$ cat src/include/bp_config.svh
`ifndef BP_CONFIG_SVH
`define BP_CONFIG_SVH

// btb geometry
`define BTB_LINES 32
// tree pseudo-lru needs exactly four ways
`define BTB_WAYS 4

// pc split into tag, set index and byte select
`define BTB_TAG_W 10
`define BTB_INDEX_W 5

// bimodal direction counters
`define CTR_W 2
// weakly not-taken
`define CTR_INIT 2'b01

// one set wiped per cycle after reset
`define BP_CLEAR_CYCLES `BTB_LINES

`endif
$ cat src/design/lc3b_types_pkg.sv
`include "bp_config.svh"

package lc3b_types;

	typedef logic [15:0] lc3b_word;

	// lc3b instruction opcodes in ir[15:12]
	typedef enum logic [3:0] {
		op_br   = 4'b0000,
		op_add  = 4'b0001,
		op_ldb  = 4'b0010,
		op_stb  = 4'b0011,
		op_jsr  = 4'b0100,
		op_and  = 4'b0101,
		op_ldr  = 4'b0110,
		op_str  = 4'b0111,
		op_rti  = 4'b1000,
		op_not  = 4'b1001,
		op_ldi  = 4'b1010,
		op_sti  = 4'b1011,
		op_jmp  = 4'b1100,
		op_shf  = 4'b1101,
		op_lea  = 4'b1110,
		op_trap = 4'b1111
	} lc3b_opcode;

	// btb view of a pc
	typedef struct packed {
		logic [`BTB_TAG_W-1:0] tag;
		logic [`BTB_INDEX_W-1:0] index;
		// instructions are word aligned so this bit is ignored
		logic bsel;
	} lc3b_pc_fields_t;

	// same pc word seen raw or split for the btb
	typedef union packed {
		lc3b_word raw;
		lc3b_pc_fields_t fields;
	} lc3b_pc_u;

endpackage

$ cat src/design/bp_types_pkg.sv
`include "bp_config.svh"

package bp_types;

	// way number inside one set
	typedef logic [$clog2(`BTB_WAYS)-1:0] btb_way_t;

	// update from the write-back stage
	typedef struct packed {
		// valid instruction strobe
		logic valid;
		lc3b_types::lc3b_pc_u pc;
		// resolved branch target
		lc3b_types::lc3b_word target;
		lc3b_types::lc3b_opcode opcode;
		// resolved direction
		logic taken;
	} bp_update_t;

	// lookup result returned to fetch
	typedef struct packed {
		logic hit;
		logic taken;
		// stored target on a hit and the fetch pc on a miss
		lc3b_types::lc3b_word target;
	} bp_predict_t;

	// one btb way
	typedef struct packed {
		logic valid;
		logic [`BTB_TAG_W-1:0] tag;
		lc3b_types::lc3b_word target;
	} btb_entry_t;

endpackage

$ cat src/design/branch_predictor.sv
`include "bp_config.svh"

module branch_predictor (
	input logic clk,
	input logic reset,
	input lc3b_types::lc3b_word fetch_pc,
	input bp_types::bp_update_t update,
	output bp_types::bp_predict_t prediction,
	output logic ready
);
	import lc3b_types::*;
	import bp_types::*;

	lc3b_pc_u fetch_pc_u;
	logic clear_en;
	logic [`BTB_INDEX_W-1:0] clear_index;
	logic btb_hit;
	lc3b_word btb_target;
	logic dir_taken;
	logic touch;
	logic alloc;
	logic upd_en;
	btb_way_t hit_way;
	btb_way_t victim;

	assign fetch_pc_u.raw = fetch_pc;

	// post-reset sweep of every table
	clear_sequencer u_clear (
		.clk(clk), .reset(reset),
		.clear_en(clear_en), .clear_index(clear_index), .ready(ready)
	);

	btb_array u_array (
		.clk(clk), .clear_en(clear_en), .clear_index(clear_index), .ready(ready),
		.fetch_pc(fetch_pc_u), .update(update), .victim(victim),
		.hit(btb_hit), .target(btb_target), .touch(touch), .alloc(alloc),
		.hit_way(hit_way), .upd_en(upd_en)
	);

	// replacement state follows the write-back index
	btb_plru u_plru (
		.clk(clk), .reset(reset), .clear_en(clear_en), .clear_index(clear_index),
		.upd_index(update.pc.fields.index), .touch(touch), .alloc(alloc),
		.hit_way(hit_way), .victim(victim)
	);

	direction_counters u_dir (
		.clk(clk), .reset(reset), .clear_en(clear_en), .clear_index(clear_index),
		.lookup_index(fetch_pc_u.fields.index), .upd_en(upd_en),
		.upd_index(update.pc.fields.index), .upd_taken(update.taken), .taken(dir_taken)
	);

	// direction only counts when the btb supplies a target
	assign prediction = '{hit: btb_hit, taken: btb_hit && dir_taken, target: btb_target};

endmodule

$ cat src/design/btb_array.sv
`include "bp_config.svh"

module btb_array (
	input logic clk,
	input logic clear_en,
	input logic [`BTB_INDEX_W-1:0] clear_index,
	input logic ready,
	input lc3b_types::lc3b_pc_u fetch_pc,
	input bp_types::bp_update_t update,
	input bp_types::btb_way_t victim,
	output logic hit,
	output lc3b_types::lc3b_word target,
	output logic touch,
	output logic alloc,
	output bp_types::btb_way_t hit_way,
	output logic upd_en
);
	import lc3b_types::*;
	import bp_types::*;

	btb_entry_t entry [`BTB_LINES][`BTB_WAYS];

	logic [`BTB_INDEX_W-1:0] look_index;
	logic [`BTB_INDEX_W-1:0] upd_index;
	logic [`BTB_WAYS-1:0] look_match;
	logic [`BTB_WAYS-1:0] upd_match;
	btb_way_t look_way;
	logic upd_hit;
	logic is_branch;

	assign look_index = fetch_pc.fields.index;
	assign upd_index = update.pc.fields.index;

	// fetch and write-back compare their own sets in parallel
	always_comb begin
		for (int w = 0; w < `BTB_WAYS; w++) begin
			look_match[w] = entry[look_index][w].valid &&
				(entry[look_index][w].tag == fetch_pc.fields.tag);
			upd_match[w] = entry[upd_index][w].valid &&
				(entry[upd_index][w].tag == update.pc.fields.tag);
		end
	end

	// scan downward so the lowest matching way wins
	always_comb begin
		look_way = '0;
		hit_way = '0;
		for (int w = `BTB_WAYS - 1; w >= 0; w--) begin
			if (look_match[w]) begin
				look_way = btb_way_t'(w);
			end
			if (upd_match[w]) begin
				hit_way = btb_way_t'(w);
			end
		end
	end

	// no hits until the sweep has finished
	assign hit = ready && (|look_match);
	// on a miss fetch just falls through to its own pc
	assign target = hit ? entry[look_index][look_way].target : fetch_pc.raw;

	// only control transfers train the btb
	always_comb begin
		case (update.opcode)
			op_br, op_jmp, op_jsr, op_trap: is_branch = 1'b1;
			default: is_branch = 1'b0;
		endcase
	end

	assign upd_hit = |upd_match;
	assign upd_en = update.valid && ready && is_branch;
	assign touch = upd_en && upd_hit;
	assign alloc = upd_en && !upd_hit;

	always_ff @(posedge clk) begin
		if (clear_en) begin
			// invalidate the whole set
			for (int w = 0; w < `BTB_WAYS; w++) begin
				entry[clear_index][w].valid <= 1'b0;
			end
		end else if (alloc) begin
			// miss fills the way chosen by the plru
			entry[upd_index][victim] <= '{
				valid: 1'b1,
				tag: update.pc.fields.tag,
				target: update.target
			};
		end
	end

endmodule

$ cat src/design/btb_plru.sv
`include "bp_config.svh"

module btb_plru (
	input logic clk,
	input logic reset,
	input logic clear_en,
	input logic [`BTB_INDEX_W-1:0] clear_index,
	input logic [`BTB_INDEX_W-1:0] upd_index,
	input logic touch,
	input logic alloc,
	input bp_types::btb_way_t hit_way,
	output bp_types::btb_way_t victim
);
	import bp_types::*;

	// tree bit positions
	localparam int ROOT = 2;
	// chooses between ways 0 and 1
	localparam int LEFT = 1;
	// chooses between ways 2 and 3
	localparam int RIGHT = 0;

	logic [2:0] tree [`BTB_LINES];
	logic [2:0] cur;
	btb_way_t used_way;

	assign cur = tree[upd_index];

	// root high picks the left pair
	always_comb begin
		if (cur[ROOT]) begin
			victim = cur[LEFT] ? 2'd0 : 2'd1;
		end else begin
			victim = cur[RIGHT] ? 2'd2 : 2'd3;
		end
	end

	// allocation marks the victim as just used
	assign used_way = alloc ? victim : hit_way;

	// point the tree away from the used way
	always_ff @(posedge clk) begin
		if (reset || clear_en) begin
			tree[clear_index] <= '0;
		end else if (touch || alloc) begin
			case (used_way)
				2'd0: tree[upd_index] <= {1'b0, 1'b0, cur[RIGHT]};
				2'd1: tree[upd_index] <= {1'b0, 1'b1, cur[RIGHT]};
				2'd2: tree[upd_index] <= {1'b1, cur[LEFT], 1'b0};
				default: tree[upd_index] <= {1'b1, cur[LEFT], 1'b1};
			endcase
		end
	end

endmodule

$ cat src/design/direction_counters.sv
`include "bp_config.svh"

module direction_counters (
	input logic clk,
	input logic reset,
	input logic clear_en,
	input logic [`BTB_INDEX_W-1:0] clear_index,
	input logic [`BTB_INDEX_W-1:0] lookup_index,
	input logic upd_en,
	input logic [`BTB_INDEX_W-1:0] upd_index,
	input logic upd_taken,
	output logic taken
);

	// bimodal table indexed by btb set
	logic [`CTR_W-1:0] ctr [`BTB_LINES];
	logic [`CTR_W-1:0] upd_ctr;

	// prediction is the counter msb
	assign taken = ctr[lookup_index][`CTR_W-1];

	// current value of the set being trained
	assign upd_ctr = ctr[upd_index];

	always_ff @(posedge clk) begin
		if (reset || clear_en) begin
			// sweep loads weakly not-taken
			ctr[clear_index] <= `CTR_INIT;
		end else if (upd_en) begin
			if (upd_taken) begin
				// saturate at strongly taken
				if (upd_ctr != '1) begin
					ctr[upd_index] <= upd_ctr + 1'b1;
				end
			end else begin
				// saturate at strongly not-taken
				if (upd_ctr != '0) begin
					ctr[upd_index] <= upd_ctr - 1'b1;
				end
			end
		end
	end

endmodule

$ cat src/design/clear_sequencer.sv
`include "bp_config.svh"

module clear_sequencer (
	input logic clk,
	input logic reset,
	output logic clear_en,
	output logic [`BTB_INDEX_W-1:0] clear_index,
	output logic ready
);

	typedef enum logic {
		CLEARING,
		RUN
	} state_t;

	state_t state;

	// walk the sets once after reset then stay in run
	always_ff @(posedge clk) begin
		if (reset) begin
			state <= CLEARING;
			clear_index <= '0;
		end else begin
			case (state)
				CLEARING: begin
					// wraps back to zero on the last set
					clear_index <= clear_index + 1'b1;
					if (clear_index == (`BP_CLEAR_CYCLES - 1)) begin
						state <= RUN;
					end
				end
				default: begin
					state <= RUN;
				end
			endcase
		end
	end

	// one set is wiped on every clearing cycle
	assign clear_en = (state == CLEARING);
	// updates and hits wait for this
	assign ready = (state == RUN);

endmodule

$ cat config.mk
export PLATFORM = sky130hd
export DESIGN_NAME = branch_predictor
export DESIGN_NICKNAME = d
export VERILOG_FILES = /design/src/design/lc3b_types_pkg.sv /design/src/design/bp_types_pkg.sv /design/src/design/branch_predictor.sv /design/src/design/btb_array.sv /design/src/design/btb_plru.sv /design/src/design/direction_counters.sv /design/src/design/clear_sequencer.sv
export VERILOG_INCLUDE_DIRS = /design/src /design/src/include
export SDC_FILE = /design/constraint.sdc
export NUM_CORES = 2
export LEC_CHECK = 0
export CAP_MARGIN = 20
export CELL_PAD_IN_SITES_DETAIL_PLACEMENT = 0
export CELL_PAD_IN_SITES_GLOBAL_PLACEMENT = 1
export CORE_MARGIN = 5
export CORE_UTILIZATION = 40
export CTS_CLUSTER_SIZE = 24
export DETAILED_ROUTE_END_ITERATION = 10
export DONT_BUFFER_PORTS = 1
export PLACE_DENSITY_LB_ADDON = 0.1
export SYNTH_ARGS = -nofsm -noshare
export SYNTH_HDL_FRONTEND = slang
export SYNTH_SLANG_ARGS = --single-unit
export TNS_END_PERCENT = 1
$ cat constraint.sdc
create_clock -name clk -period 9.45 [get_ports clk]
set_input_delay 0.4725 -clock clk [delete_from_list [all_inputs] [get_ports clk]]
set_output_delay 0.4725 -clock clk [all_outputs]
set_load 0.05 [all_outputs]
==> After elaboration in Yosys (flattened, before gate mapping) <==
Memory sizes are Yosys's and may differ from the RTL's.
Cells that the tools add are included.
{ "word_totals": {"ff_bits": 6, "inputBits": 56, "mem_count": 3, "mem_bits_rw": 3616, "wordCells": 127, "output_inout_bits": 19} }
{ "mem_list": {"columns": ["memory", "words", "width", "read_ports", "rd_ports_with_merged_regs", "wr", "line", "source"], "rows": [
  ["u_array.entry", 32, 108, 2, 0, 1, "btb_array.sv:21", "btb_entry_t entry [`BTB_LINES][`BTB_WAYS];"],
  ["u_plru.tree", 32, 3, 1, 0, 1, "btb_plru.sv:23", "logic [2:0] tree [`BTB_LINES];"],
  ["u_dir.ctr", 32, 2, 2, 0, 1, "direction_counters.sv:16", "logic [`CTR_W-1:0] ctr [`BTB_LINES];"]
]} }
{ "op_classes": {"order_cmp": 3, "mux": 66, "bitwise": 7, "reduce_logical": 28, "n_addsub": 3, "n_eq_ne": 15} }
{ "ops": {"columns": ["cell", "n"], "rows": [
  ["2-to-1 mux 108 bit", 3],
  ["OR reduction 108 bit", 1],
  ["== test 10 bit", 8],
  ["binary-select mux 27 bit (select 2 bit)", 1],
  ["demux 27 bit (select 2 bit)", 1],
  ["2-to-1 mux 16 bit", 3],
  ["2-to-1 mux 1 bit", 38],
  ["2-to-1 mux 27 bit", 1],
  ["2-to-1 mux 2 bit", 12],
  ["logical AND 1 bit", 15],
  ["2-to-1 mux 5 bit", 3],
  ["2-to-1 mux 3 bit", 4],
  ["OR reduction 4 bit", 3],
  ["== test 4 bit (second input constant)", 2],
  [">= comparator 3 bit (second input constant)", 2],
  ["NOT 2 -> 3 bit", 2],
  ["OR reduction 3 bit", 2],
  ["adder 5 x 1 -> 5 bit (second input constant)", 1],
  ["== test 5 bit (second input constant)", 1],
  ["== test 4 x 3 -> 1 bit (second input constant)", 1],
  ["zero test 4 bit", 1],
  ["bitwise OR 1 bit", 4],
  ["less-than comparator 3 x 1 -> 1 bit (second input constant)", 1],
  ["adder 2 x 1 -> 2 bit (second input constant)", 1],
  ["other kinds (10)", 11]
]} }

==> Longest topological paths before layout <==
An unclocked memory read counts as a cell.
{ "logic_depth": {"ltp_word": 18, "ltp_mapped": 20, "depth_no_buf": 11} }

==> By module <==
Synthesis repeated with hierarchy kept, for this count alone.
{ "unflattened": {"cells_unflattened": 7430, "hier_area_um2": 154326.8} }
{ "modules_own_cells": {"columns": ["module", "cells_each", "area_each_um2", "n_inst", "seq_area_each_um2"], "rows": [
  ["btb_array", 6966, 146506.8, 1, 103779.5],
  ["btb_plru", 213, 4132.7, 1, 2882.8],
  ["direction_counters", 224, 3402.0, 1, 1921.8],
  ["clear_sequencer", 25, 271.5, 1, 120.1],
  ["branch_predictor", 2, 13.8, 1, 0.0]
]} }

==> Least setup slack after synthesis <==
OpenSTA, ideal clock, no wires.
{ "synth_timing": {"path_type": "input port to flip-flop", "from": "in update[22] (netlist name)", "to": "mem u_array.entry[0][18] (netlist name), data pin", "setup_slack_ns": 1.680, "arrival_time_ns": 7.237, "required_ns": 8.917, "path_buffers": 6, "stages": 16, "setup_ns": 0.533, "cell_sequence": "buf_6 buf_6 buf_6 buf_6 mux4_2 mux4_2 mux2i_1 xnor2_1 nor3_1 nand4_1 nand2_1 or3_4 buf_6 inv_1 clkbuf_1 and2_1"} }
{ "synth_lines": {"columns": ["element", "line", "source"], "rows": [
  ["start: declaration", "branch_predictor.sv:7", "input bp_types::bp_update_t update,"],
  ["end: declaration", "btb_array.sv:21", null]
]} }

==> results.md <==
- Pwr/cell area: 192.0 nW/um^2
- DPL Wire Length: 296,600 um
- P_leak: 61.79 nW
- Violated checks: max-slew violations
- Clk_skew: 0.06690 ns
- Sequential power share: 52.0%
- Final Slew Violations: 292
- Switch share: 21.54%
- Syn-to-layout area delta: 12.84%
- Fraction of layout cells with a size suffix above 1: 31.64%
- Clock latency on the worst-skew pair: 0.99 ns
- Vias per cell: 6.291
- Seq cells post-synth: 3,622
- Worst IR Drop VDD: 0.0001577 V
- Fin worst setup slack: 0.4531 ns
- Fmax: 111.1 MHz
- WP data arrival: 8.52 ns
- Flop-to-flop setup slack: 2.64 ns
- Clock period minus worst slack: 8.997 ns
- Final period util: 95.21%
- Crit path kind: primary input to primary output
- First-pass GRT wire length: 716,900 um
- Gate Count Post-Synth: 7,322
- Overall routing resource usage: 26.08%
- Most frequent cells in the layout: edfxtp_1 (3,616), mux4_2 (1,358), clkbuf_16 (404), mux2i_1 (371), buf_4 (261)
- CTS sink count: 3,622
- Main synth FF type: edfxtp_1
- Number of fill cells: 32.43k
- Final hold vios: 0
- DRC Markers: 0
- Row count: 228
- Sequential area share after synthesis: 70.30%
- Count of different cell masters after synthesis: 82
- Mapped Nets: 7,380
- Wirelength, routed: 528,200 um
- EDFF count, synth: 3,616
- Relative slew slack: -48.62%
- Max_cap viols: 0
- Place WS: 0.4231 ns
- Adder-Cell Fraction of Synth Area: 0.01618%
- Final core occ: 45.27%
- DRT antenna net count: 0
- Drt pass-1 iters: 6
- Setup tns final: 0 ns
- Bufs on Longest Clock Path: 4
- CORE AREA: 385,400 sq um
- Pin slew with the least headroom to its limit: 2.229 ns
- H-tree depth: 5
- WL/cell: 40.52 um
- Synthesized area: 154,600 sq um
- Async S/R FF share, synth: 0%
- Root Driver: clkbuf_16
- Mux cell area share after synthesis: 22.66%
- Req. time, crit path: 8.98 ns
- Syn Area/Cell: 21.12 sq um
- Commonest non-fill, non-tap cell in the layout: edfxtp_1
- Status: finished with violations
- DRT iter0 DRCs: 10.59k
- RSZ-0062 raised after global routing: false
- Area of the multi-input gates: 44,120 sq um
- FF/Latch Area: 108,700 sq um
- Die Wd: 631.7 um
- IO Pins: 75
- Logic gate share of total power: 3.9%
- Clock transition at the registers of the reported paths: 0.06 ns
- Worst hold path class: primary input to flop
- CTS tree: built
- Number of vias in the routed layout: 82.00k
- CP Launch Type: primary input
- Initial antenna violation count: 33
- Nets: 7,575
- Pint: 26.28 mW
- NetSw: 7.213 mW
- Synth warn: 0
- Post-Synth Simple-Gate Area: 2.658%
- RD Place Congestion: 0.8240
- CP endpoint kind: primary output
- Port Buf Inserts: 0
- CTS buffer count: 396
- Largest net degree at the start of global routing: 720
- Die Y: 631.7 um
- Vias in the first global route: 82.71k
- Grt total ovfl: 0
- Worst Path Max Fanout: 131
- Largest family of logic cells by synthesized area: multiplexers
- Compound-cell area share of the yosys netlist: 2.032%
- Initial Util: 40.12%
- # setup viols final: 0
- Post-Synth XOR/XNOR Area: 0.4588%
- Post-CTS setup buffers: 0
- Clock Power Share: 44.1%
- Die area: 399,100 sq um
==> power groups by stage <==
stage	clock [mW]	combinational (mW)	sequential [mW]
floorplan	0	0.959	17.8
global placement	0	1.15	17.8
detailed placement	0	1.15	17.8
CTS	15.0	1.16	17.4
global route	15.8	1.34	17.4
finish	14.8	1.30	17.4
==> through the flow <==
| stage | power (mW) | std cells | hold slack (ns) | instance area [sq um] |
|---|---|---|---|---|
| final | 33.49 | 13040 | 0.07757 | 174500 |
| after global routing | 34.52 | 13020 | 0.07212 | 174400 |
| after CTS | 33.63 | 13000 | 0.006338 | 174200 |
| after detailed placement | 18.91 | 12280 | 0.5445 | 161900 |
| after global placement | 18.91 | 12270 | 0.5397 | 161800 |
| after floorplan | 18.71 | 7322 | 0.5831 | 154600 |
==> timing repair <==
item                                   in CTS  in global routing
resized for setup                           0                  0
endpoints found under the hold margin     267                  0
hold buffers                               11                  0
==> final timing paths <==
kind | from | endpoint | depth (start not counted)
setup / recovery | fetch_pc[1] | prediction[13] | 17
hold / removal | update[20] | u_array.entry[5][42] | 1
setup reg to reg | u_array.entry[19][107] | u_array.entry[18][77] | 11
hold reg to reg | u_clear.ready | u_clear.ready | 2
==> worst max-delay path, cell delays in order <==
cell and delay (ns):
buf_16 0.70, buf_16 0.83, buf_16 0.57, buf_16 0.64, mux4_2 0.59, a22oi_1 0.17
nand4_1 0.17, xor2_1 0.18, nor3_1 0.54, nand4b_1 0.35, a311oi_1 0.75, buf_4 0.24
or2_1 0.42, mux4_2 0.56, nand2_1 0.09, nand2_1 0.22, buf_4 0.28
==> synth_stat cells, drive strengths merged (5+ instances only) <==
cell type	count	area, sq um
mux2	51	574.3
o21a	5	37.54
mux4	1358	30580
a211oi	6	45.04
or3	7	48.80
mux2i	383	3872
nor4	28	175.2
xor2	29	254.0
nand2b	11	71.32
and2	38	237.7
a22oi	116	870.8
nand4	21	131.4
clkbuf	189	709.4
o31ai	6	45.04
a2111oi	8	70.07
nor3b	14	105.1
o211ai	6	50.05
nand3b	8	60.06
nand2	190	713.2
a21o	5	37.54
xnor2	52	455.4
nand3	44	220.2
a21oi	85	436.7
o22ai	54	337.8
a221oi	37	324.1
a32oi	10	87.58
a31oi	17	137.6
o31a	5	43.79
o21ai	41	205.2
a22o	16	140.1
inv	15	56.30
or2	27	168.9
or3b	6	52.55
edfxtp	3616	108600
nor2b	41	256.5
nor2	295	1107
and3	20	125.1
buf	321	2126
nor3	81	445.4
dfxtp	6	120.1
==> area by class of cell <==
cell class | instances | area share [%]
clock inverter | 218 | 0.9810
timing repair buffer | 307 | 1.637
tap | 5175 | 3.711
inverter | 17 | 0.04518
multi-input combinational | 3173 | 25.29
clock buffer | 498 | 5.997
antenna | 25 | 0.03586
sequential | 3622 | 62.31
==> sequential cells by signal (all words and copies together), names as in the netlist <==
signal and flops:
u_plru.tree 96, u_clear.ready 1, u_dir.ctr 64, u_clear.clear_index 5
u_array.entry 3456
==> cells by family after synthesis <==
logic type               after synthesis
adder cells (fa/ha/maj)                2
buffers and inverters                527
AO/OA/AOI/OAI                        446
multiplexers                        1792
flip-flops                          3622
AND/OR/NAND/NOR                      852
XOR/XNOR                              81
==> per-layer routing <==
| layer | part of all wire, % | up-vias | GRT usage, % |
|---|---|---|---|
| li1 | - | 31740 | - |
| met1 | 42 | 45640 | 37.16 |
| met2 | 47 | 3840 | 41.12 |
| met3 | 8.1 | 764 | 4.814 |
| met4 | 3.2 | 10 | 7.892 |
| met5 | 0.014 | - | 0 |
Power figures use the tool's default switching activity.
